<file path="config.mk">
export PLATFORM = sky130hd
export DESIGN_NAME = memory
export DESIGN_NICKNAME = d
export VERILOG_FILES = /design/src/hw/procPkg.sv /design/src/hw/memory.sv
export SDC_FILE = /design/constraint.sdc
export NUM_CORES = 2
export LEC_CHECK = 0
export BUFFER_PORTS_ARGS = -buffer_cell sky130_fd_sc_hd__buf_2
export CORE_MARGIN = 2
export CORE_UTILIZATION = 57
export DETAILED_ROUTE_END_ITERATION = 6
export PLACE_DENSITY = 0.76
export SLEW_MARGIN = 20
export SYNTH_ARGS = -nofsm -noshare
export SYNTH_HDL_FRONTEND = slang
export SYNTH_SLANG_ARGS = --single-unit
</file>
<file path="constraint.sdc">
create_clock -name clk -period 3.95 [get_ports clk]
set_input_delay 0.9875 -clock clk [delete_from_list [all_inputs] [get_ports clk]]
set_output_delay 0.9875 -clock clk [all_outputs]
set_load 0.05 [all_outputs]
</file>
<file path="src/hw/procPkg.sv">
// Shared types for the 16-bit word-addressed core; memories are 256 words and opcodes outside opcodeT are illegal
package procPkg;

   localparam int imemDepth = 256;                // Instruction words
   localparam int dmemDepth = 256;                // Data words
   localparam int addrBits  = 8;                  // Index width of both memories

   typedef enum logic [4:0] {
      opHalt = 5'b00000,
      opNop  = 5'b00001,
      opJ    = 5'b00100,
      opAddi = 5'b01000,
      opSubi = 5'b01001,
      opAndi = 5'b01010,
      opBeqz = 5'b01100,
      opBnez = 5'b01101,
      opSt   = 5'b10000,
      opLd   = 5'b10001,
      opLbi  = 5'b11000,
      opAlu  = 5'b11011                           // R-type, function in bits 1:0
   } opcodeT;

   typedef enum logic [1:0] {aluAdd, aluSub, aluXor, aluAnd} aluOpT;  // Same order as function bits

   typedef enum logic [1:0] {
      destLow,                                    // Bits 4:2, R-type rd
      destMid,                                    // Bits 7:5, I-type rd
      destHigh                                    // Bits 10:8, LBI
   } regDestT;

   typedef enum logic [1:0] {brNone, brIfZero, brIfNotZero, brJump} branchT;

   typedef struct packed {
      logic    regWrite;
      regDestT regDest;
      logic    aluSrcImm;                         // Second operand is imm instead of rt
      aluOpT   aluOp;
      logic    memRead;
      logic    memWrite;
      logic    memToReg;
      logic    immWide;                           // 8-bit immediate instead of 5-bit
      branchT  branch;
      logic    halt;
   } ctrlT;

   typedef struct packed {
      logic                valid;                 // One word per cycle while high
      logic [addrBits-1:0] addr;
      logic [15:0]         data;
   } imemLoadT;

   typedef struct packed {
      logic        valid;
      logic [2:0]  regNum;
      logic [15:0] data;
   } retireT;

endpackage

</file>
<file path="src/hw/memory.sv">
// 256-word data memory with no reset, synchronous write and asynchronous read; upper address byte must be zero
`timescale 1ns/1ps

module memory (
   input  logic          clk,
   input  logic [15:0]   aluResult,
   input  logic [15:0]   storeData,
   input  procPkg::ctrlT ctrl,
   output logic [15:0]   writeData
);

   logic [15:0]                  dmem [procPkg::dmemDepth];
   logic [procPkg::addrBits-1:0] addr;
   logic [15:0]                  readWord;

   assign addr = aluResult[procPkg::addrBits-1:0];         // Word index

   always_ff @(posedge clk) begin
      if (ctrl.memWrite) dmem[addr] <= storeData;
   end

   assign readWord  = ctrl.memRead ? dmem[addr] : 16'd0;
   assign writeData = ctrl.memToReg ? readWord : aluResult;  // Writeback mux

   // A nonzero high byte would alias into the low 256 words
   assert property (@(posedge clk)
      (ctrl.memRead || ctrl.memWrite) |-> (aluResult[15:procPkg::addrBits] == '0))
      else $error("memory: address 0x%04h out of range", aluResult);

endmodule

</file>
==> flow_summary.yaml <==
outcome:
  status: "finished with violations"
  violations: "design-rule violations, negative setup slack"
timing:
  finalSetupViolCount: 16
  maxSlewViolCount: 0
  period_minus_slack_ps: 4940
  fin_crit_sh_pct: 125
  worstMarginPinSlew_ps: 1100
  max_freq_mhz: 202
  hold_viol: 0
  rsz0062_at_grt: "true"
  fin_ws_ps: -989
  max_slew_margin_pct: 26.5
logic_synthesis:
  synth-main-ff-cell: "edfxtp_1"
  synth_top_cells_by_area: "edfxtp_1 (78%), mux4_2 (10%), mux2i_1 (4.8%), o22ai_1 (0.88%), a22oi_1 (0.80%)"
  synth_nets: 7531
  yosysTopAreaCellShare_pct: 77.9
  synth-seq-cells: 4096
  synth_async_sr_flop_share_pct: 0
  synth.cell_area_mm2: 0.158
  synth-edff-count: 4096
  syn_inst: 7485
  yosys.area.top_type: "edfxtp_1"
  ys_seq_area_share_pct: 77.9
  syn_area_per_cell_um2: 21.1
  ys_types: 58
  yosys_warnings: 0
place:
  place.gp.congestion: 0.927
  dp_cells: 11900
  dp_hpwl_um: 261000
  port_buffers: 51
  place_ws_ps: -1520
cells_and_area:
  nets: 8774
  area_delta_synth_final_pct: 19.5
  fillers: 15800
  top_register: "dmem"
  largest_reg_flops: 4096
  final_cell_mix: "edfxtp_1 (4096), buf_4 (966), mux2i_1 (752)"
  top_regs: "dmem: 4096 flops"
  mostFrequentLayoutCell: "edfxtp_1"
  final_util_pct: 68.4
  fin_cells: 12800
  drive_gt1_share_pct: 33.0
worst_hold_path:
  hold_class: "in2reg"
  min_from: "storeData[5]"
critical_path:
  critPathMaxFanout: 7
  crit_required_ps: 2960
  cp-end-kind: "output pin"
  critPathLaunchType: "primary input"
  cp_data_arrival_time_ps: 3950
  critPathKind: "in2out"
  startpoint: "aluResult[1]"
pwr:
  ir_drop_v: 0.000530
  total_power_mw: 91.3
  pwr_density_cell_mw_per_mm2: 484
  power_leakage_nw: 62.7
global_route:
  antenna_found_initial: 13
  grt_pass1_wl_um: 626000
  grt_pass1_vias: 85600
  grt_max_degree: 117
  gr-total-overflow: 0
  grt_usage_pct: 31.5
floorplan:
  die_width_um: 530
  start_util_pct: 57.2
  die-height_um: 530
  row_count: 193
  io_pins: 62
  dieArea_mm2: 0.281
  core_area_mm2: 0.276
run:
  cap_violations: 0
routing:
  routed_wl_um: 447000
  first_iter_violations: 13600
  drc: 1
  routed_via_density: 6.74
  routedWlPerCell_um: 35.0
  firstDrtPassIters: 7
  dr_total_vias: 86000
  ant_nets: 0
clock_tree:
  cts_num_sinks: 4096
  cts.htree.levels: 5
  cts_buffers: 391
  cts_tree: "built"
  cts.path.max_buffers: 4
  cts-root-buf: "clkbuf_16"
  clkTransAtPathRegs_ps: 60
[cell usage after synthesis, types with 7 or more instances]
| cell type | instances |
|---|---|
| nand2b_1 | 21 |
| buf_6 | 53 |
| a31oi_1 | 45 |
| nor2_1 | 244 |
| buf_2 | 136 |
| mux4_2 | 705 |
| o21ai_0 | 55 |
| nor3_2 | 8 |
| a211o_1 | 14 |
| nor2b_1 | 11 |
| a32oi_1 | 14 |
| a21oi_1 | 63 |
| a22oi_1 | 168 |
| nand2_1 | 156 |
| a211oi_2 | 11 |
| clkbuf_1 | 165 |
| a221oi_1 | 78 |
| o211ai_1 | 14 |
| o22ai_1 | 223 |
| nand3_1 | 92 |
| and2_1 | 7 |
| buf_1 | 23 |
| nand4_1 | 32 |
| edfxtp_1 | 4096 |
| buf_4 | 76 |
| a211oi_1 | 20 |
| nor4_1 | 22 |
| or4_1 | 30 |
| mux2i_1 | 765 |
| o211a_1 | 14 |
| mux2_2 | 33 |
| nor3_1 | 48 |
[metrics by stage]
stage	setup TNS, ps	instance area, µm²	hold WS (ps)
floorplan	-9200	159000	1090
global placement	-19580	172000	1440
detailed placement	-19870	172000	1440
CTS	-13140	188000	456
global route	-13890	189000	494
finish	-14080	189000	517
[power breakdown]
part | switching (mW) | internal (mW)
Clock | 16.3 | 21.3
Combinational | 3.47 | 2.30
Sequential | 0.0261 | 47.9
Total | 19.8 | 71.5
[logic make-up (layout without fill, tap and decap cells)]
| family | count (synthesis) | after routing | synth area share, % |
|---|---|---|---|
| and+or+nand+nor | 693 | 693 | 2.07 |
| buffers and inverters | 458 | 2028 | 1.64 |
| muxes | 1503 | 1503 | 15.1 |
| DFF | 4096 | 4096 | 77.9 |
| other | 0 | 12 | 0 |
| AOI/OAI and AO/OA | 735 | 735 | 3.26 |
[critical path, cell delays in order]
cell	delay, ps
buf_16	120
buf_16	180
buf_16	190
buf_16	150
buf_12	140
buf_8	130
nand2_1	140
o22ai_1	200
nor4_1	100
or4_4	590
a311o_1	340
o31ai_4	260
a211oi_4	140
buf_6	200
[timing repair]
action	in CTS	in global routing
pin swaps	76	47
cloned	18	3
resized for setup	366	136
setup endpoints to repair	16	16
hold endpoints to repair	0	0
hold buffers	0	0
buffers inserted	53	39
[routing by layer]
layer / vias to the layer above / part of all wire [%] / routed length (µm) / global-route usage (%)
li1: 33900 / - / - / -
met1: 44100 / 33 / 149000 / 41.6
met2: 6801 / 48 / 213000 / 49.3
met3: 1253 / 12 / 55700 / 6.70
met4: 12 / 6.5 / 29000 / 17.4
met5: - / 0.016 / 72 / 0
[worst paths after layout]
kind / depth (start not counted) / endpoint
worst max-delay path: 14 / writeData[6]
worst min-delay path: 1 / dmem[160][5]$_DFFE_PP_
[cell type report]
cell class / count / area, µm² / area share [%]
Sequential cell: 4096 / 123000 / 65.2
Clock inverter: 254 / 2610 / 1.38
Inverter: 3 / 13.8 / 0.00729
Tap cell: 3705 / 4640 / 2.46
Antenna cell: 12 / 30.0 / 0.0159
Clock buffer: 466 / 10100 / 5.37
Timing Repair Buffer: 1305 / 13500 / 7.14
Multi-Input combinational cell: 2931 / 34800 / 18.4
No activity file was read; power rests on OpenSTA's default activity.
