<file path="src/hw/procPkg.sv">
// Shared types for the 16-bit word-addressed core; memories are 256 words and opcodes outside opcodeT are illegal
package procPkg;

   localparam int imemDepth = 256;                // Instruction words
   localparam int dmemDepth = 256;                // Data words
   localparam int addrBits  = 8;                  // Index width of both memories

   typedef enum logic [4:0] {
      opHalt = 5'b00000,
      opNop  = 5'b00001,
      opJ    = 5'b00100,
      opAddi = 5'b01000,
      opSubi = 5'b01001,
      opAndi = 5'b01010,
      opBeqz = 5'b01100,
      opBnez = 5'b01101,
      opSt   = 5'b10000,
      opLd   = 5'b10001,
      opLbi  = 5'b11000,
      opAlu  = 5'b11011                           // R-type, function in bits 1:0
   } opcodeT;

   typedef enum logic [1:0] {aluAdd, aluSub, aluXor, aluAnd} aluOpT;  // Same order as function bits

   typedef enum logic [1:0] {
      destLow,                                    // Bits 4:2, R-type rd
      destMid,                                    // Bits 7:5, I-type rd
      destHigh                                    // Bits 10:8, LBI
   } regDestT;

   typedef enum logic [1:0] {brNone, brIfZero, brIfNotZero, brJump} branchT;

   typedef struct packed {
      logic    regWrite;
      regDestT regDest;
      logic    aluSrcImm;                         // Second operand is imm instead of rt
      aluOpT   aluOp;
      logic    memRead;
      logic    memWrite;
      logic    memToReg;
      logic    immWide;                           // 8-bit immediate instead of 5-bit
      branchT  branch;
      logic    halt;
   } ctrlT;

   typedef struct packed {
      logic                valid;                 // One word per cycle while high
      logic [addrBits-1:0] addr;
      logic [15:0]         data;
   } imemLoadT;

   typedef struct packed {
      logic        valid;
      logic [2:0]  regNum;
      logic [15:0] data;
   } retireT;

endpackage

</file>
<file path="src/hw/fetch.sv">
// Loads and starts are ignored while running; PC indexes imem by its low 8 bits; idle issues NOP
`timescale 1ns/1ps

module fetch (
   input  logic              clk,
   input  logic              arstN,
   input  procPkg::imemLoadT imemLoad,
   input  logic              start,
   input  procPkg::ctrlT     ctrl,
   input  logic              illegal,
   input  logic              taken,
   input  logic [15:0]       target,
   output logic [15:0]       instr,
   output logic [15:0]       pc,
   output logic              halted,
   output logic              err
);

   typedef enum logic {stIdle, stRun} runStateT;

   runStateT    state;
   logic        running;
   logic [15:0] word;
   logic [15:0] imem [procPkg::imemDepth];

   assign running = (state == stRun);

   always_ff @(posedge clk) begin
      if (!running && imemLoad.valid) imem[imemLoad.addr] <= imemLoad.data;  // Load port
   end

   assign word  = imem[pc[procPkg::addrBits-1:0]];
   assign instr = running ? word : {procPkg::opNop, 11'd0};    // Idle core sees NOP

   always_ff @(posedge clk or negedge arstN) begin
      if (!arstN) begin
         state  <= stIdle;
         pc     <= 16'd0;
         halted <= 1'b0;
         err    <= 1'b0;
      end else if (!running) begin
         if (start) begin
            state  <= stRun;
            pc     <= 16'd0;                                    // Always run from 0
            halted <= 1'b0;                                     // err stays until reset
         end
      end else if (illegal) begin
         state  <= stIdle;                                      // Stop like HALT
         halted <= 1'b1;
         err    <= 1'b1;
      end else if (ctrl.halt) begin
         state  <= stIdle;
         halted <= 1'b1;
      end else begin
         pc <= taken ? target : pc + 16'd1;
      end
   end

   // A branch or jump past word 255 would wrap into the low words of imem
   assert property (@(posedge clk) disable iff (!arstN)
      running |-> (pc[15:procPkg::addrBits] == '0))
      else $error("fetch: pc 0x%04h beyond instruction memory", pc);

endmodule

</file>
<file path="config.mk">
export PLATFORM = sky130hd
export DESIGN_NAME = fetch
export DESIGN_NICKNAME = d
export VERILOG_FILES = /design/src/hw/procPkg.sv /design/src/hw/fetch.sv
export SDC_FILE = /design/constraint.sdc
export NUM_CORES = 2
export LEC_CHECK = 0
export BUFFER_PORTS_ARGS = -buffer_cell sky130_fd_sc_hd__buf_2
export CAP_MARGIN = 20
export CELL_PAD_IN_SITES_DETAIL_PLACEMENT = 0
export CELL_PAD_IN_SITES_GLOBAL_PLACEMENT = 2
export CORE_MARGIN = 10
export CORE_UTILIZATION = 53
export CTS_BUF_LIST = sky130_fd_sc_hd__clkbuf_16
export CTS_CLUSTER_SIZE = 24
export DETAILED_ROUTE_END_ITERATION = 8
export HOLD_SLACK_MARGIN = 0.1
export PLACE_DENSITY_LB_ADDON = 0.1
export SLEW_MARGIN = 20
export SYNTH_ARGS = -nofsm -noshare
export SYNTH_HDL_FRONTEND = slang
export SYNTH_SLANG_ARGS = --single-unit
</file>
<file path="constraint.sdc">
create_clock -name clk -period 6.2 [get_ports clk]
set_clock_uncertainty 0.1 [all_clocks]
set_input_delay 1.55 -clock clk [delete_from_list [all_inputs] [get_ports clk]]
set_output_delay 1.55 -clock clk [all_outputs]
set_load 0.02 [all_outputs]
</file>
==> results.toml <==
[run_status]
run_status = "finished clean"

[clock_network]
tritoncts = "done"
cts.clk_slew.worst_paths_ns = 0.06
cts.sink_count = 4115
cts-root-to-sink-buffers = 4
clk_latency_ns = 0.94
numCtsBuffers = 416
h-tree-depth = 5
cts_root_buf = "sky130_fd_sc_hd__clkbuf_16"

[critical_path]
worst_setup_path_start_kind = "register"
criticalPathCategory = "reg -> out"
critPathCaptureType = "primary output"
critical_path_peak_fanout = 10
worst-endpoint-required_ns = 4.55
worstPathArrival_ns = 4.53

[sta]
finalMaxSlewViolations = 0
remaining_max_slew_budget_at_the_tightest_pin_pct = 15.8
worst-slew-pin-transition_ns = 1.26
finalCritPeriodShare_pct = 99.7
finalSetupViolations = 0
worst_slack_ns = 0.0171
rsz0062_at_grt = "true"
f_max_mhz = 162
finalHoldViolations = 0
post-route-min-period_ns = 6.18

[detailed_routing]
routed_via_density = 6.59
drtIter0Drc = 11300
drc = 0
drt-pass1-iter-count = 5
drtAntennaViolNets = 0
detail_route.wirelength_mm = 468
routed_wire_length_per_instance_um = 38.5
vias = 80100

[pwr]
power.total_uw = 59900
worst_vdd_rail_ir_drop_mv = 0.288
power.density_cell_area_nw_per_um2 = 325
p_leak_uw = 0.0575

[die]
io_pins = 93
chipWidth_um = 567
coreArea_um2 = 297000
fp.dieArea_um2 = 321000
height_of_the_die_um = 567
fp-row-count = 200
start_util_pct = 53.3

[synth]
synth-edff-count = 4096
synth_area_um2 = 159000
largest_area_contributor_in_the_synthesized_netlist = "sky130_fd_sc_hd__edfxtp_1"
mappedNetlistNets = 7085
post_synth_inst_count = 7025
synth_flop_cell = "sky130_fd_sc_hd__edfxtp_1"
yosys.cell_count.top_type = "sky130_fd_sc_hd__edfxtp_1"
async_reset_ff_share_pct = 0.462
synth_cell_types = 65
post_synth.cell_area_avg_um2 = 22.6
top_area_cell_type_share_of_the_netlist_area_pct = 77.6
synth-seq-area-share_pct = 77.9
yosysWarnings = 0
yosys-top-cells-area = "sky130_fd_sc_hd__edfxtp_1 78%, sky130_fd_sc_hd__mux4_2 15%, sky130_fd_sc_hd__mux2i_1 1.7%"
synth_common_cells = "4096 x sky130_fd_sc_hd__edfxtp_1, 1033 x sky130_fd_sc_hd__mux4_2, 308 x sky130_fd_sc_hd__nor2_1"
register_bit_total_from_synthesis = 4115

[finish]
finished_cell_area_um2 = 184000
fill_cell_total_of_the_finished_layout = 20600
area_delta_synth_final_pct = 16.1
drive_above_1_share_pct = 33.6
finalNetCount = 7921

[global_route]
grt_usage_pct = 28.7
initial_antenna_violation_count = 23
first_global_vias = 78900
grt_overflow_total = 0
grt_pass1_wl_mm = 647
pin_count_of_the_biggest_net_entering_global_routing = 165

[place]
gpl.final_weighted_congestion = 0.848
detailedPlacementHpwl_mm = 279
port_buffers = 80
post_place_instance_area_um2 = 168000
place_ws_ns = 0.000901

[worst_hold_path]
hold_path.class = "reg -> reg"

[run]
max-cap-violations = 0
## per-stage QoR
stage	util [%]	hold WS (ns)	std cells	setup TNS [ns]
6_report	61.9	0.357	12200	0
3_5_place_dp	56.4	0.344	11300	0
3_3_place_gp	56.4	0.335	11300	-0.0247
5_1_grt	61.9	0.388	12100	-0.0133
4_1_cts	61.8	0.361	12100	-0.0245
2_1_floorplan	-	0.465	7025	0
## placed cells by master, fill, tap and decap left out, drive strengths merged, types with 24 or more instances in the layout
| cell type | instances |
|---|---|
| a211oi | 28 |
| edfxtp | 4096 |
| nand3 | 71 |
| a21oi | 98 |
| o21ai | 75 |
| inv | 108 |
| buf | 802 |
| a22oi | 138 |
| nor2 | 308 |
| clkbuf | 428 |
| nand2 | 143 |
| clkinv | 197 |
| o221ai | 24 |
| mux4 | 1035 |
| mux2i | 262 |
| bufinv | 35 |
| a221oi | 38 |
| o22ai | 42 |
## final timing paths
kind / start / to / slack [ns] / depth (start not counted)
worst max-delay path: pc[0] / instr[12] / 0.02 / 13
worst min-delay path: err / err / 0.36 / 1
worst max register to register: running / imem[236][6] / 2.43 / 6
worst min register to register: err / err / 0.36 / 1
max in group asynchronous: arstN / pc[5] / 4.80 / 1
min in group asynchronous: arstN / halted / 0.57 / 1
## flip-flops by register name (all words and copies together) (netlist names)
| name | count |
|---|---|
| imem | 4096 |
| pc | 16 |
| err | 1 |
| halted | 1 |
| running | 1 |
## power by group
group / leakage [µW] / switching, µW / total, µW / internal [µW]
clock: 0.00682 / 10600 / 24300 / 13800
sequential: 0.0370 / 33.2 / 30700 / 30600
combinational: 0.0137 / 2900 / 4890 / 1990
## area by class of cell
class / instances / area (µm²) / area share (%)
flip-flops and latches: 4115 / 123000 / 67.1
multi-input cells: 2487 / 34000 / 18.5
clock buffers: 421 / 10500 / 5.73
repair buffers: 829 / 8300 / 4.51
well taps: 3939 / 4930 / 2.68
clock inverters: 337 / 2670 / 1.45
inverters: 11 / 60.1 / 0.0326
diodes: 11 / 27.5 / 0.0150
repair inverters: 1 / 8.76 / 0.00476
## cells by family after synthesis
logic type / count (synthesis) / synth area share, %
adders and majority gates: 1 / 0.00789
DFF: 4115 / 77.9
xor gates and xnor gates: 8 / 0.0442
buffers and inverters: 423 / 1.53
muxes: 1307 / 16.4
and+or+nand+nor: 599 / 1.59
AOI/OAI and AO/OA: 572 / 2.51
## worst max-delay path, stage by stage (launching register included)
cell	delay, ns
sky130_fd_sc_hd__dfrtp_4	0.45
sky130_fd_sc_hd__buf_12	0.21
sky130_fd_sc_hd__buf_4	0.16
sky130_fd_sc_hd__buf_12	0.16
sky130_fd_sc_hd__bufbuf_16	0.30
sky130_fd_sc_hd__mux4_2	0.49
sky130_fd_sc_hd__mux4_2	0.54
sky130_fd_sc_hd__o22ai_2	0.21
sky130_fd_sc_hd__o211ai_1	0.12
sky130_fd_sc_hd__buf_4	0.22
sky130_fd_sc_hd__o311ai_4	0.15
sky130_fd_sc_hd__o311ai_1	0.18
sky130_fd_sc_hd__buf_4	0.19
sky130_fd_sc_hd__buf_2	0.16
## per-layer routing
layer  wire length (µm)  vias up  share of wire, %  track usage [%]
li1                   -    31700                 -                -
met1             185000    43700                40             41.4
met2             220000     4012                47             44.5
met3              44700      737               9.6             5.95
met4              18000        4               3.8             9.65
met5                 26        -            0.0056                0
## timing repair
item / 4_1_cts / 5_1_grt
pin swaps: 35 / 10
gates cloned: 25 / 1
gates resized for setup: 233 / 31
setup endpoints to repair: 16 / 12
setup buffers: 75 / 13
hold buffers: 0 / 0
(Power assumes the default switching activity.)
