<file path="config.mk">
export PLATFORM = sky130hd
export DESIGN_NAME = execute
export DESIGN_NICKNAME = d
export VERILOG_FILES = /design/src/hw/procPkg.sv /design/src/hw/execute.sv
export SDC_FILE = /design/constraint.sdc
export NUM_CORES = 1
export LEC_CHECK = 0
export BUFFER_PORTS_ARGS = -buffer_cell sky130_fd_sc_hd__buf_2
export CAP_MARGIN = 25
export CORE_MARGIN = 1.5
export CORE_UTILIZATION = 40
export DETAILED_ROUTE_END_ITERATION = 12
export PLACE_DENSITY = 0.66
export SLEW_MARGIN = 20
export SYNTH_ARGS = -nofsm -noshare
export SYNTH_HDL_FRONTEND = slang
export SYNTH_SLANG_ARGS = --single-unit
</file>
<file path="constraint.sdc">
create_clock -name vclk -period 11.6
set_input_delay 2.32 -clock vclk [all_inputs]
set_output_delay 2.32 -clock vclk [all_outputs]
set_load 0.02 [all_outputs]
</file>
<file path="src/hw/procPkg.sv">
// Shared types for the 16-bit word-addressed core; memories are 256 words and opcodes outside opcodeT are illegal
package procPkg;

   localparam int imemDepth = 256;                // Instruction words
   localparam int dmemDepth = 256;                // Data words
   localparam int addrBits  = 8;                  // Index width of both memories

   typedef enum logic [4:0] {
      opHalt = 5'b00000,
      opNop  = 5'b00001,
      opJ    = 5'b00100,
      opAddi = 5'b01000,
      opSubi = 5'b01001,
      opAndi = 5'b01010,
      opBeqz = 5'b01100,
      opBnez = 5'b01101,
      opSt   = 5'b10000,
      opLd   = 5'b10001,
      opLbi  = 5'b11000,
      opAlu  = 5'b11011                           // R-type, function in bits 1:0
   } opcodeT;

   typedef enum logic [1:0] {aluAdd, aluSub, aluXor, aluAnd} aluOpT;  // Same order as function bits

   typedef enum logic [1:0] {
      destLow,                                    // Bits 4:2, R-type rd
      destMid,                                    // Bits 7:5, I-type rd
      destHigh                                    // Bits 10:8, LBI
   } regDestT;

   typedef enum logic [1:0] {brNone, brIfZero, brIfNotZero, brJump} branchT;

   typedef struct packed {
      logic    regWrite;
      regDestT regDest;
      logic    aluSrcImm;                         // Second operand is imm instead of rt
      aluOpT   aluOp;
      logic    memRead;
      logic    memWrite;
      logic    memToReg;
      logic    immWide;                           // 8-bit immediate instead of 5-bit
      branchT  branch;
      logic    halt;
   } ctrlT;

   typedef struct packed {
      logic                valid;                 // One word per cycle while high
      logic [addrBits-1:0] addr;
      logic [15:0]         data;
   } imemLoadT;

   typedef struct packed {
      logic        valid;
      logic [2:0]  regNum;
      logic [15:0] data;
   } retireT;

endpackage

</file>
<file path="src/hw/execute.sv">
// Combinational ALU and branch resolve; targets are PC + 1 + sign-extended offset in words
`timescale 1ns/1ps

module execute (
   input  logic [15:0]   rsVal,
   input  logic [15:0]   rtVal,
   input  logic [15:0]   imm,
   input  logic [15:0]   pc,
   input  procPkg::ctrlT ctrl,
   output logic [15:0]   aluResult,
   output logic          taken,
   output logic [15:0]   target
);

   logic [15:0] opB;
   logic [15:0] aluOut;
   logic        rsZero;

   assign opB = ctrl.aluSrcImm ? imm : rtVal;

   always_comb begin
      case (ctrl.aluOp)
         procPkg::aluAdd: aluOut = rsVal + opB;
         procPkg::aluSub: aluOut = rsVal - opB;            // SUBI is rs minus imm
         procPkg::aluXor: aluOut = rsVal ^ opB;
         procPkg::aluAnd: aluOut = rsVal & opB;
         default:         aluOut = rsVal + opB;
      endcase
   end

   // Only LBI writes back with the wide immediate
   assign aluResult = ctrl.immWide ? imm : aluOut;

   assign rsZero = (rsVal == 16'd0);

   always_comb begin
      case (ctrl.branch)
         procPkg::brNone:      taken = 1'b0;
         procPkg::brIfZero:    taken = rsZero;
         procPkg::brIfNotZero: taken = !rsZero;
         procPkg::brJump:      taken = 1'b1;
         default:              taken = 1'b0;
      endcase
   end

   assign target = pc + 16'd1 + imm;                      // Relative to next PC

endmodule

</file>
==> results.py, run 1 <==
metrics = {
    "clock_network": {
        "cts_post_setup_buffers_inserted": 0,
        "cts.repair.resized": 0,
        "cts_hold_buf": 0,
    },
    "yosys": {
        "synth_top_family_by_area": "compound AO/OA/AOI/OAI gates",
        "post_synth_xor_area_fraction": 0.125,
        "yosys.area_share.simple": 0.170,
        "synthCells": 349,
        "syn_area_mm2": 0.00258,
        "synth-seq-area-share": 0,
        "synth_cell_type_count": 51,
        "yosysWarnings": 0,
        "synthAdderAreaFrac": 0.243,
        "synthMuxAreaShare": 0.135,
        "synth-compound-area-share": 0.282,
        "syn_nets": 475,
        "avgSynthCellArea_um2": 7.40,
    },
    "global_routing": {
        "grt_pass1_vias": 2687,
        "antenna_found_initial": 0,
        "grt_max_degree": 28,
        "grtUsageTotal": 0.210,
        "overflow": 0,
        "grt_pass1_wl_um": 12400,
    },
    "drt": {
        "postRouteAntennaNets": 0,
        "wl_per_cell_um": 14.4,
        "drtPass1Iterations": 4,
        "drt_wl_total_um": 7460,
        "remaining_drc_errors": 0,
        "drt-initial-drc-count": 113,
        "num_vias": 2903,
        "viasPerCell": 5.59,
    },
    "worst_hold_path": {
        "hp-class": "in2out",
    },
    "flow_run": {
        "drv_cap": 0,
    },
    "cells_and_area": {
        "fin_nets": 570,
        "final_cell_mix": "buf_2 (103), ha_1 (47), nand2_1 (32)",
        "layout_commonest_cell": "buf_2",
        "seq_cell_count": 0,
        "final_cells": 519,
        "syn_to_final_growth_pct": 21.9,
        "antennaDiodeCount": 0,
        "drive_gt1_frac": 0.274,
        "final_area_mm2": 0.00315,
        "seq_area_um2": 0,
        "clockBufferCount": 0,
    },
    "die": {
        "die-width_um": 83.3,
        "rows": 29,
        "start_util": 0.411,
        "core_area_mm2": 0.00628,
        "die_y_um": 83.3,
        "pin_count": 110,
        "fp.dieArea_mm2": 0.00694,
    },
    "setup_path": {
        "slowest_stage": "buf_2",
        "worstPathArrival_ps": 6120,
        "crit_path_start_kind": "input pin",
        "crit_chain": "buf_2 -> mux2i_1 -> ha_1 -> nand3b_1 -> or2_2 -> o21ai_0 -> xor2_1 -> ha_1 -> a21oi_1 -> o21ai_0 -> a211oi_1 -> nor2_1 -> o21ai_0 -> mux2_2 -> a21oi_1 -> buf_2",
        "crit_type": "in2out",
        "worstSetupEndpointType": "primary output",
        "max_stage_delay_ps": 470,
        "cp_max_fo": 27,
        "required_ps": 9280,
        "critPathMostFrequentCell": "o21ai_0",
    },
    "sta": {
        "slew_violations": 0,
        "setup-violations-final": 0,
        "layout_min_cycle_time_ps": 8440,
        "fmax_ghz": 0.118,
        "finalCritPeriodShare": 0.728,
        "rsz0062_at_grt": "no",
        "slew_headroom": 0.603,
        "worstMarginPinSlew_ps": 596,
        "finalSetupTns_ps": 0,
        "hold_viol_final": 0,
    },
    "placement": {
        "place_area_mm2": 0.00315,
        "io_buffers": 103,
        "placed_cells": 519,
        "hpwl_um": 6450,
        "gp_congestion": 0.899,
    },
    "power_and_ir_drop": {
        "power_uw": 210,
        "p_leak_uw": 0.00155,
        "irDropWorstVdd_mv": 0.0328,
        "power_density_mw_per_mm2": 66.8,
    },
    "status": {
        "status": "completed",
    },
}
[kinds of logic after synthesis]
family | after synthesis
adder cells (fa/ha/maj) | 49
AND/OR/NAND/NOR | 89
multiplexers | 32
XOR/XNOR | 36
buffers and inverters | 29
AO/OA/AOI/OAI | 114
[per-layer routing]
| layer | routed length (um) | GRT usage | vias to the layer above |
|---|---|---|---|
| met5 | 0 | 0 | - |
| met4 | 104 | 0.0303 | 0 |
| met3 | 495 | 0.0149 | 8 |
| met1 | 3280 | 0.281 | 1303 |
| li1 | - | - | 1494 |
| met2 | 3580 | 0.378 | 98 |
[per-stage QoR]
step / hold WS (ps) / setup slack (ps) / util
floorplan: 4810 / 3220 / -
finish: 4990 / 3160 / 0.501
global placement: 4980 / 3230 / 0.501
global route: 5000 / 2750 / 0.501
detailed placement: 4990 / 3170 / 0.501
CTS: 4990 / 3150 / 0.501
[power breakdown]
group | switching [uW] | internal, uW
sequential | 0 | 0
combinational | 121 | 89.2
clock | 0 | 0
total | 121 | 89.2
[final cells by class]
class	instances	area (um2)
Multi-Input combinational cell	320	2460
Inverter	19	71.3
Fill cell	645	3130
Timing Repair Buffer	103	515
Tap cell	77	96.3
[worst paths after layout]
path,startpoint,endpoint,slack (ps),cells past startpoint
worst min-delay path,ctrl[2],taken,4990,3
worst max-delay path,ctrl[9],aluResult[12],3160,16
[synth_stat cells (3+ instances only)]
master / count / area (um2)
inv_1: 18 / 67.6
a21o_1: 5 / 37.5
xnor2_1: 22 / 193
o211ai_1: 4 / 30.0
xor2_1: 13 / 114
o21a_1: 11 / 82.6
nor2b_1: 5 / 31.3
a21oi_1: 31 / 155
a31oi_1: 3 / 18.8
clkbuf_1: 7 / 26.3
o21bai_1: 5 / 37.5
a211oi_1: 4 / 30.0
mux2i_1: 19 / 190
nand2b_1: 5 / 31.3
mux2_2: 12 / 135
o221ai_1: 4 / 35.0
nor3_1: 11 / 55.1
nand2_1: 32 / 120
nor2_1: 14 / 52.6
o31a_1: 3 / 26.3
nor4_1: 7 / 43.8
o21ai_0: 31 / 155
ha_1: 47 / 588
[critical path, delay by kind of cell]
kind | cells | cell delay (ps)
xor gates and xnor gates | 1 | 180
and+or+nand+nor | 3 | 530
muxes | 2 | 740
AOI/OAI and AO/OA | 6 | 1140
buffers and inverters | 2 | 650
adders and majority gates | 2 | 540
Note: power is estimated with default switching activity, not from simulation.
==> run 2, diff against run 1 <==
Settings changed: ABC_AREA set to 1.
Clock period 11.6 ns to 6.8 ns, I/O delays scaled along.
==> results.py, run 2 <==
metrics = {
    "worst_hold_path": {
        "hp-class": "in2out",
    },
    "drt": {
        "drt_wl_total_um": 9290,
        "wl_per_cell_um": 12.9,
        "drtPass1Iterations": 5,
        "num_vias": 3671,
        "viasPerCell": 5.11,
        "postRouteAntennaNets": 0,
        "remaining_drc_errors": 0,
        "drt-initial-drc-count": 188,
    },
    "yosys": {
        "syn_area_mm2": 0.00304,
        "syn_nets": 652,
        "yosysTopAreaCell": "nand2_1",
        "synth_top_area_frac": 0.196,
        "synthCells": 526,
        "synth-seq-area-share": 0,
        "avgSynthCellArea_um2": 5.78,
        "synth_most_common_cell": "nand2_1",
        "synth_common_cells": "nand2_1 (159), inv_1 (68), ha_1 (47)",
        "yosysWarnings": 0,
        "synth_cell_type_count": 43,
        "synth.top_cells.by_area": "nand2_1 (20%), ha_1 (19%), inv_1 (8.4%)",
    },
    "setup_path": {
        "crit_path_start_kind": "input pin",
        "crit_type": "in2out",
        "max_stage_delay_ps": 360,
        "worstPathArrival_ps": 4410,
        "crit_path_end": "aluResult[15]",
        "crit_chain": "buf_2 -> inv_2 -> nand2_1 -> nand2_1 -> ha_1 -> inv_1 -> nor2_4 -> nand3_2 -> nor2_2 -> a21oi_1 -> xor2_1 -> ha_1 -> a21oi_1 -> o21ai_0 -> nand2_1 -> nand2_1 -> a21oi_1 -> inv_1 -> nand2_1 -> nand3_2 -> a21oi_2 -> buf_2",
        "worstSetupStartpoint": "ctrl[9]",
        "cp_max_fo": 14,
        "worstSetupEndpointType": "primary output",
        "critPathMostFrequentCell": "nand2_1",
        "required_ps": 5440,
        "slowest_stage": "ha_1",
    },
    "global_routing": {
        "grt_pass1_vias": 3420,
        "grtUsageTotal": 0.225,
        "grt_max_degree": 28,
        "grt_pass1_wl_um": 15600,
        "antenna_found_initial": 0,
        "overflow": 0,
    },
    "status": {
        "status": "completed",
    },
    "clock_network": {
        "cts.repair.resized": 0,
        "cts_post_setup_buffers_inserted": 0,
        "cts_hold_buf": 0,
    },
    "sta": {
        "setup_ws_ps": 1030,
        "slew_violations": 0,
        "finalCritPeriodShare": 0.848,
        "worstMarginPinSlew_ps": 598,
        "slew_headroom": 0.601,
        "hold_viol_final": 0,
        "setup-violations-final": 0,
        "rsz0062_at_grt": "no",
        "fmax_ghz": 0.173,
        "layout_min_cycle_time_ps": 5770,
        "finalSetupTns_ps": 0,
    },
    "die": {
        "pin_count": 110,
        "die_y_um": 90.2,
        "fp.dieArea_mm2": 0.00813,
        "core_area_mm2": 0.00729,
        "die-width_um": 90.2,
        "rows": 31,
        "start_util": 0.417,
    },
    "placement": {
        "pre_cts_slack_ps": 1070,
        "hpwl_um": 8190,
        "io_buffers": 103,
        "gp_congestion": 0.926,
    },
    "cells_and_area": {
        "seq_area_um2": 0,
        "fillerInstances": 836,
        "utilization": 0.495,
        "seq_cell_count": 0,
        "clockBufferCount": 0,
        "antennaDiodeCount": 0,
        "final_cell_mix": "nand2_1 (159), buf_2 (103), inv_1 (68)",
        "layout_commonest_cell": "nand2_1",
        "fin_nets": 748,
        "drive_gt1_frac": 0.226,
        "syn_to_final_growth_pct": 18.9,
    },
    "power_and_ir_drop": {
        "intPower_uw": 144,
        "swShare": 0.638,
        "power_density_mw_per_mm2": 110,
        "irDropWorstVdd_mv": 0.0569,
        "p_clk_frac": 0,
        "p_leak_uw": 0.00208,
        "power_switching_uw": 254,
        "combPwrFrac": 1.000,
        "p_seq_frac": 0,
    },
    "flow_run": {
        "drv_cap": 0,
    },
}
-- run 2: kinds of logic after synthesis --
family,synth area share
fa+ha+maj,0.207
buf+inv,0.117
mux,0.00370
xor+xnor,0.0918
simple gates,0.392
compound gates,0.189
-- run 2: worst min path at each step --
stage          startpoint      endpoint  slack (ps)  cells after the start
2_1_floorplan      imm[1]  aluResult[1]        2900                      2
3_3_place_gp      ctrl[2]         taken        3100                      3
3_5_place_dp      ctrl[2]         taken        3100                      3
4_1_cts           ctrl[2]         taken        3100                      3
5_1_grt           ctrl[2]         taken        3110                      3
6_report          ctrl[2]         taken        3090                      3
-- run 2: critical path, delay by kind of cell --
kind	cells	cell delay [ps]
AOI/OAI and AO/OA	5	900
buffers and inverters	5	640
and+or+nand+nor	9	790
adders and majority gates	2	540
xor gates and xnor gates	1	180
-- run 2: metrics by stage --
stage                     hold WS, ps  instances  power [uW]  instance area [um2]
after floorplan                  2900        526         282                 3040
after global placement           3100        719         388                 3610
after detailed placement         3100        719         394                 3610
after CTS                        3100        719         397                 3610
after global routing             3110        719         445                 3610
final                            3090        719         399                 3610
-- run 2: power groups by stage --
| stage | combinational [uW] | sequential, uW | clock (uW) |
|---|---|---|---|
| after floorplan | 282 | 0 | 0 |
| after global placement | 388 | 0 | 0 |
| after detailed placement | 394 | 0 | 0 |
| after CTS | 397 | 0 | 0 |
| after global routing | 445 | 0 | 0 |
| final | 399 | 0 | 0 |
-- run 2: layout make-up --
cell class / count / area [um2] / area share
well taps: 99 / 124 / 0.0343
multi-input cells: 442 / 2680 / 0.743
inverters: 73 / 274 / 0.0759
repair buffers: 105 / 531 / 0.147
-- run 2: routing by layer --
metal,vias up,track usage,share of wire
met5,-,0,0
met4,0,0.0132,0.0041
met3,2,0.0220,0.064
met2,115,0.410,0.47
met1,1627,0.296,0.46
li1,1927,-,-
