File: src/hw/procPkg.sv
// Shared types for the 16-bit word-addressed core; memories are 256 words and opcodes outside opcodeT are illegal
package procPkg;

   localparam int imemDepth = 256;                // Instruction words
   localparam int dmemDepth = 256;                // Data words
   localparam int addrBits  = 8;                  // Index width of both memories

   typedef enum logic [4:0] {
      opHalt = 5'b00000,
      opNop  = 5'b00001,
      opJ    = 5'b00100,
      opAddi = 5'b01000,
      opSubi = 5'b01001,
      opAndi = 5'b01010,
      opBeqz = 5'b01100,
      opBnez = 5'b01101,
      opSt   = 5'b10000,
      opLd   = 5'b10001,
      opLbi  = 5'b11000,
      opAlu  = 5'b11011                           // R-type, function in bits 1:0
   } opcodeT;

   typedef enum logic [1:0] {aluAdd, aluSub, aluXor, aluAnd} aluOpT;  // Same order as function bits

   typedef enum logic [1:0] {
      destLow,                                    // Bits 4:2, R-type rd
      destMid,                                    // Bits 7:5, I-type rd
      destHigh                                    // Bits 10:8, LBI
   } regDestT;

   typedef enum logic [1:0] {brNone, brIfZero, brIfNotZero, brJump} branchT;

   typedef struct packed {
      logic    regWrite;
      regDestT regDest;
      logic    aluSrcImm;                         // Second operand is imm instead of rt
      aluOpT   aluOp;
      logic    memRead;
      logic    memWrite;
      logic    memToReg;
      logic    immWide;                           // 8-bit immediate instead of 5-bit
      branchT  branch;
      logic    halt;
   } ctrlT;

   typedef struct packed {
      logic                valid;                 // One word per cycle while high
      logic [addrBits-1:0] addr;
      logic [15:0]         data;
   } imemLoadT;

   typedef struct packed {
      logic        valid;
      logic [2:0]  regNum;
      logic [15:0] data;
   } retireT;

endpackage

File: src/hw/control.sv
// Purely combinational decode; any opcode not in opcodeT leaves ctrl all zero and raises illegal
`timescale 1ns/1ps

module control (
   input  logic [15:0]    instr,
   output procPkg::ctrlT  ctrl,
   output logic           illegal
);

   procPkg::opcodeT op;

   assign op = procPkg::opcodeT'(instr[15:11]);          // Out-of-range codes fall to default

   always_comb begin
      ctrl    = '0;                                      // No writes, no branch
      illegal = 1'b0;
      case (op)
         procPkg::opHalt: ctrl.halt = 1'b1;
         procPkg::opNop: ;                               // Nothing to do
         procPkg::opJ: ctrl.branch = procPkg::brJump;
         procPkg::opAddi, procPkg::opSubi, procPkg::opAndi: begin
            ctrl.regWrite  = 1'b1;
            ctrl.regDest   = procPkg::destMid;           // rd in 7:5
            ctrl.aluSrcImm = 1'b1;
            ctrl.aluOp     = (op == procPkg::opAddi) ? procPkg::aluAdd :
                             (op == procPkg::opSubi) ? procPkg::aluSub : procPkg::aluAnd;
         end
         procPkg::opBeqz: begin
            ctrl.immWide = 1'b1;                         // 8-bit offset
            ctrl.branch  = procPkg::brIfZero;
         end
         procPkg::opBnez: begin
            ctrl.immWide = 1'b1;
            ctrl.branch  = procPkg::brIfNotZero;
         end
         procPkg::opSt: begin
            ctrl.aluSrcImm = 1'b1;                       // Address is rs + imm5
            ctrl.aluOp     = procPkg::aluAdd;
            ctrl.memWrite  = 1'b1;
         end
         procPkg::opLd: begin
            ctrl.regWrite  = 1'b1;
            ctrl.regDest   = procPkg::destMid;
            ctrl.aluSrcImm = 1'b1;
            ctrl.aluOp     = procPkg::aluAdd;
            ctrl.memRead   = 1'b1;
            ctrl.memToReg  = 1'b1;
         end
         procPkg::opLbi: begin
            ctrl.regWrite = 1'b1;
            ctrl.regDest  = procPkg::destHigh;           // Target register in 10:8
            ctrl.immWide  = 1'b1;                        // Execute passes imm through
         end
         procPkg::opAlu: begin
            ctrl.regWrite = 1'b1;
            ctrl.regDest  = procPkg::destLow;            // rd in 4:2
            ctrl.aluOp    = procPkg::aluOpT'(instr[1:0]);
         end
         default: illegal = 1'b1;
      endcase
   end

endmodule

File: config.mk
export PLATFORM = sky130hd
export DESIGN_NAME = control
export DESIGN_NICKNAME = d
export VERILOG_FILES = /design/src/hw/procPkg.sv /design/src/hw/control.sv
export SDC_FILE = /design/constraint.sdc
export NUM_CORES = 1
export LEC_CHECK = 0
export ABC_AREA = 1
export BUFFER_PORTS_ARGS = -buffer_cell sky130_fd_sc_hd__buf_2
export CORE_AREA = 2 2 39 41
export DETAILED_ROUTE_END_ITERATION = 6
export DIE_AREA = 0 0 41 43
export GPL_TIMING_DRIVEN = 1
export SYNTH_ARGS = -nofsm -noshare
export SYNTH_HDL_FRONTEND = slang
export SYNTH_SLANG_ARGS = --single-unit
File: constraint.sdc
create_clock -name vclk -period 1.2
set_input_delay 0.12 -clock vclk [all_inputs]
set_output_delay 0.12 -clock vclk [all_outputs]
set_load 0.01 [all_outputs]
==> flow_metrics.env, run 1 <==
export IMPL_synthCells=46
export IMPL_vias_per_std_cell=4.390
export IMPL_fin_crit_sh_pct=88.31
export IMPL_core_um2=1384
export IMPL_layout_area_seq_um2=0
export IMPL_finalWorstSetupSlack_ns=0.1402
export IMPL_path_depth=7
export IMPL_filler_cell_count_in_the_final_layout=165
export IMPL_p_leak_uw=0.0002304
export IMPL_logic_gate_share_of_total_power_pct=100.0
export IMPL_timing_critical_path_buf_inv=3
export IMPL_unrepaired_setup_endpoints_after_global_routing="false"
export IMPL_worstPathArrival_ns=0.94
export IMPL_number_of_antenna_violations_at_the_first_check_in_global_routing=0
export IMPL_least_margin_pin_slew_ns=0.2472
export IMPL_hold_start="instr[15]"
export IMPL_globalplace_congestion=0.8231
export IMPL_design_portCount=30
export IMPL_synthesis_yosys_warnings=0
export IMPL_drc_errors=0
export IMPL_synth_seq_area_share_pct=0
export IMPL_totalNegativeSetupSlack_ns=0
export IMPL_dieHeight_um=43
export IMPL_post_cts_setup_buffers=0
export IMPL_fin_nets=84
export IMPL_internal_pwr_total_uw=36.68
export IMPL_vias_in_the_first_global_route=306
export IMPL_hold_class="primary input to primary output"
export IMPL_worst_setup_path_endpoint="illegal"
export IMPL_worst_endpoint_required_ns=1.08
export IMPL_p_sw_uw=62.48
export IMPL_portBuffers=21
export IMPL_layout_area_overhead_vs_synth_pct=50.81
export IMPL_critical_path_max_fanout=5
export IMPL_post_synth_num_cell_types=12
export IMPL_sequential_cell_total=0
export IMPL_firstDrtPassIters=3
export IMPL_design_die_area_um2=1763
export IMPL_grt_overflow=0
export IMPL_postCtsHoldBufs=0
export IMPL_critical_path_slowest_cell="sky130_fd_sc_hd__nor2_2"
export IMPL_dpl_hpwl_um=621.8
export IMPL_timing_final_max_slew_violations=0
export IMPL_cts_resized=0
export IMPL_route_vias_total=360
export IMPL_swShare_pct=63.01
export IMPL_detail_route_iter0_violations=4
export IMPL_final_min_clock_period_ns=1.060
export IMPL_core_rowCount=14
export IMPL_critical_path_endpoint_type="primary output"
export IMPL_multiInputGateArea_um2=178.9
export IMPL_finalSetupViolCount=0
export IMPL_cp_cell_sequence="buf_2, inv_1, nor2_2, nand3_1, nand3_1, nor2_2, buf_2"
export IMPL_wl_per_cell_um=7.951
export IMPL_sequentialPowerShare_pct=0
export IMPL_max_slew_margin_rel_pct=83.37
export IMPL_drt_wl_total_um=652
export IMPL_synth_nets=62
export IMPL_fin_area_um2=349.1
export IMPL_fmaxAchievable_mhz=943.6
export IMPL_run_status="complete, no violations"
export IMPL_finalHoldViolCount=0
export IMPL_grt_total_usage_pct=7.892
export IMPL_max_cap_violations=0
export IMPL_start_util_pct=16.73
export IMPL_die_width_um=41
export IMPL_critPathLaunchType="primary input"
export IMPL_clock_power_share_pct=0
export IMPL_insertedDiodeCount=0
export IMPL_peakVddDrop_mv=0.07034
export IMPL_longest_individual_stage_delay_on_the_worst_path_ns=0.17
export IMPL_global_route_wire_length_before_repair_mm=1.062
export IMPL_worst_setup_path_type="primary input to primary output"
export IMPL_post_route_cells_drive_above_1_share_pct=53.03
export IMPL_critical_path_top_delay_family="simple AND/OR/NAND/NOR gates"
export IMPL_synth_cell_area_um2=231.5
export IMPL_setup_worst_path_start="instr[14]"
export IMPL_postRouteAntennaNets=0
export IMPL_num_clock_buffers=0
export IMPL_syn_avg_cell_area_um2=5.032
export IMPL_powerDensity_nw_per_um2=284.1
export IMPL_dp_worst_setup_slack_ns=0.1286
export IMPL_postPlaceCellArea_um2=349.1
export IMPL_grt_max_degree=8
[metal layers]
layer / vias to the layer above / share of wire, % / GRT usage [%]
met1: 157 / 43 / 9.810
met5: - / 0 / 0
met3: 0 / 7.4 / 0
li1: 192 / - / -
met4: 0 / 0 / 1.333
met2: 11 / 50 / 14.37
[Yosys cell counts]
cell / count / area share, %
sky130_fd_sc_hd__buf_4: 1 / 3.2
sky130_fd_sc_hd__inv_1: 8 / 13
sky130_fd_sc_hd__inv_2: 4 / 6.5
sky130_fd_sc_hd__nand2_1: 7 / 11
sky130_fd_sc_hd__nand2_2: 2 / 5.4
sky130_fd_sc_hd__nand3_1: 5 / 11
sky130_fd_sc_hd__nand3_2: 2 / 8.6
sky130_fd_sc_hd__nand4_1: 4 / 11
sky130_fd_sc_hd__nor2_1: 3 / 4.9
sky130_fd_sc_hd__nor2_2: 6 / 16
sky130_fd_sc_hd__nor4_1: 1 / 2.7
sky130_fd_sc_hd__o21ai_1: 3 / 6.5
[stage by stage]
step	hold slack, ns	utilization [%]	power (uW)	cells
finish	0.5580	25.23	99.17	82
detailed placement	0.5567	25.23	100.3	82
CTS	0.5571	25.23	100.4	82
floorplan	0.2866	-	55.93	46
global placement	0.5516	25.23	99.20	82
global route	0.5871	25.23	111.4	82
[cells in the final DEF (no fill, tap or decap), drive strengths merged]
cell and n:
buf 21, inv 12, nand2 9, nor2 9, nand3 7, nand4 4
o21ai 3, nor4 1
[power by group through the flow]
stage          clock network (uW)  logic [uW]  registers (uW)
3_5_place_dp                    0         100               0
6_report                        0        99.2               0
5_1_grt                         0         111               0
3_3_place_gp                    0        99.2               0
2_1_floorplan                   0        55.9               0
4_1_cts                         0         100               0
[cell families after synthesis]
logic type	Yosys count	share of synthesized area, %
AOI/OAI and AO/OA	3	6.485
buffers and inverters	13	22.70
and+or+nand+nor	30	70.81
[area by class of cell]
class              instances  area share, %
well taps                 16          5.735
repair buffers            21          30.11
multi-input cells         33          51.25
inverters                 12          12.90
[worst min path at each step]
stage	endpoint	depth (start not counted)	slack (ns)
floorplan	ctrl[1]	1	0.29
global placement	ctrl[0]	3	0.55
detailed placement	ctrl[0]	3	0.56
CTS	ctrl[0]	3	0.56
global route	ctrl[0]	3	0.59
finish	ctrl[0]	3	0.56
Note: power is estimated with default switching activity, not from simulation.
==> run 2: changes to the inputs <==
--- a/config.mk
+++ b/config.mk
@@ -11,6 +11,7 @@
 export DETAILED_ROUTE_END_ITERATION = 6
 export DIE_AREA = 0 0 41 43
 export GPL_TIMING_DRIVEN = 1
+export REMOVE_ABC_BUFFERS = 1
 export SYNTH_ARGS = -nofsm -noshare
 export SYNTH_HDL_FRONTEND = slang
 export SYNTH_SLANG_ARGS = --single-unit
==> constraint.sdc (replaced) <==
create_clock -name vclk -period 1.2
set_input_delay 0.18 -clock vclk [all_inputs]
set_output_delay 0.18 -clock vclk [all_outputs]
set_load 0.01 [all_outputs]
==> run 2 against run 1 <==
Net effect:
- global-route usage increased by 0.10 points
- core utilization increased by 2.5 points
- final area increased by 10%
- power increased by 13%
- combinational power increased by 13%
- sequential cell count unchanged
- clock-buffer cell count unchanged
- hold slack improved by 0.11 ns
- wire length increased by 12%
==> flow_metrics.env, run 2 (same netlist as run 1, synthesis figures left out) <==
export IMPL_finalHoldViolCount=0
export IMPL_start_util_pct=16.73
export IMPL_sequential_cell_total=0
export IMPL_finalSetupViolCount=0
export IMPL_peakVddDrop_mv=0.08322
export IMPL_design_die_area_um2=1763
export IMPL_die_width_um=41
export IMPL_fin_nets=85
export IMPL_worstPathArrival_ns=0.95
export IMPL_timing_final_max_slew_violations=0
export IMPL_drt_wl_total_um=729
export IMPL_number_of_antenna_violations_at_the_first_check_in_global_routing=0
export IMPL_unrepaired_setup_endpoints_after_global_routing="true"
export IMPL_filler_cell_count_in_the_final_layout=169
export IMPL_report_power_total_uw=112.0
export IMPL_least_margin_pin_slew_ns=0.2055
export IMPL_powerDensity_nw_per_um2=291.7
export IMPL_num_clock_buffers=0
export IMPL_final_min_clock_period_ns=1.134
export IMPL_worst_endpoint_required_ns=1.02
export IMPL_drc_errors=0
export IMPL_grt_overflow=0
export IMPL_insertedDiodeCount=0
export IMPL_max_cap_violations=0
export IMPL_firstDrtPassIters=2
export IMPL_worst_hold_path_num_cells=3
export IMPL_dieHeight_um=43
export IMPL_multiInputGateArea_um2=198.9
export IMPL_fmaxAchievable_mhz=882.1
export IMPL_commonest_non_fill_non_tap_cells_in_the_layout="19 x sky130_fd_sc_hd__buf_2, 8 x sky130_fd_sc_hd__inv_1, 6 x sky130_fd_sc_hd__nand2_1"
export IMPL_post_route_cells_drive_above_1_share_pct=58.21
export IMPL_final_cells=83
export IMPL_route_vias_total=350
export IMPL_grt_total_usage_pct=7.992
export IMPL_postRouteAntennaNets=0
export IMPL_hold_class="primary input to primary output"
export IMPL_design_portCount=30
export IMPL_grt_max_degree=8
export IMPL_hold_path_end="ctrl[1]"
export IMPL_portBuffers=21
export IMPL_detail_route_iter0_violations=3
export IMPL_core_um2=1384
export IMPL_wl_per_cell_um=8.783
export IMPL_core_rowCount=14
export IMPL_post_cts_setup_buffers=0
export IMPL_globalplace_congestion=0.8063
export IMPL_dpl_hpwl_um=625.5
export IMPL_critical_path_max_fanout=7
export IMPL_layout_area_seq_um2=0
export IMPL_vias_in_the_first_global_route=288
export IMPL_run_status="complete, no violations"
export IMPL_global_route_wire_length_before_repair_mm=1.083
export IMPL_fin_crit_sh_pct=94.47
export IMPL_p_leak_uw=0.0002393
export IMPL_hold_start="instr[11]"
export IMPL_critical_path_endpoint_type="primary output"
export IMPL_worst_setup_path_type="primary input to primary output"
export IMPL_vias_per_std_cell=4.217
export IMPL_final_common_cell="sky130_fd_sc_hd__buf_2"
export IMPL_critPathLaunchType="primary input"
export IMPL_layout_area_overhead_vs_synth_pct=65.95
export IMPL_max_slew_margin_rel_pct=86.17
export IMPL_numPlacedInstances=83
-- run 2: worst max-delay path: stages --
cell	delay [ns]
sky130_fd_sc_hd__clkbuf_4	0.16
sky130_fd_sc_hd__nor2_4	0.10
sky130_fd_sc_hd__nand2_1	0.07
sky130_fd_sc_hd__nor2_2	0.15
sky130_fd_sc_hd__nor2_2	0.05
sky130_fd_sc_hd__nand2_1	0.07
sky130_fd_sc_hd__nor2_2	0.03
sky130_fd_sc_hd__buf_2	0.13
-- run 2: how the worst max path moves through the flow --
| stage | startpoint | endpoint | slack, ns |
|---|---|---|---|
| 2_1_floorplan | instr[14] | ctrl[9] | 0.28 |
| 4_1_cts | instr[13] | illegal | 0.02 |
| 5_1_grt | instr[14] | illegal | -0.009 |
| 6_report | instr[12] | illegal | 0.07 |
| 3_5_place_dp | instr[13] | illegal | 0.02 |
| 3_3_place_gp | instr[13] | illegal | 0.03 |
-- run 2: metrics by stage --
stage          worst slack [ns]  area, um^2  hold WS [ns]  setup TNS, ns  util, %
4_1_cts                 0.01940       356.6        0.6715              0    25.77
5_1_grt               -0.008794       384.1        0.6982       -0.01438    27.76
2_1_floorplan            0.2848       224.0        0.4066              0        -
3_3_place_gp            0.02796       356.6        0.6667              0    25.77
3_5_place_dp            0.01992       356.6        0.6717              0    25.77
6_report                0.06636       384.1        0.6713              0    27.76
-- run 2: where the power goes --
part | internal [uW] | switching [uW] | leakage, uW
sequential | 0 | 0 | 0
clock | 0 | 0 | 0
combinational | 43.1 | 69.0 | 0.000239
-- run 2: final cells by class --
cell class	instances	area share, %
tap	16	5.212
multi-input combinational	33	51.79
timing repair buffer	22	30.62
inverter	12	12.38
-- run 2: metal layers --
metal,share of wire [%],global-route usage (%)
met5,0,0
met4,0,0
met3,6.9,0
met2,46,13.75
met1,47,11.39
-- run 2: repair_timing --
action / 4_1_cts / 5_1_grt
endpoints found under the setup margin: 0 / 4
hold buffers: 0 / 0
gates resized for setup: 0 / 9
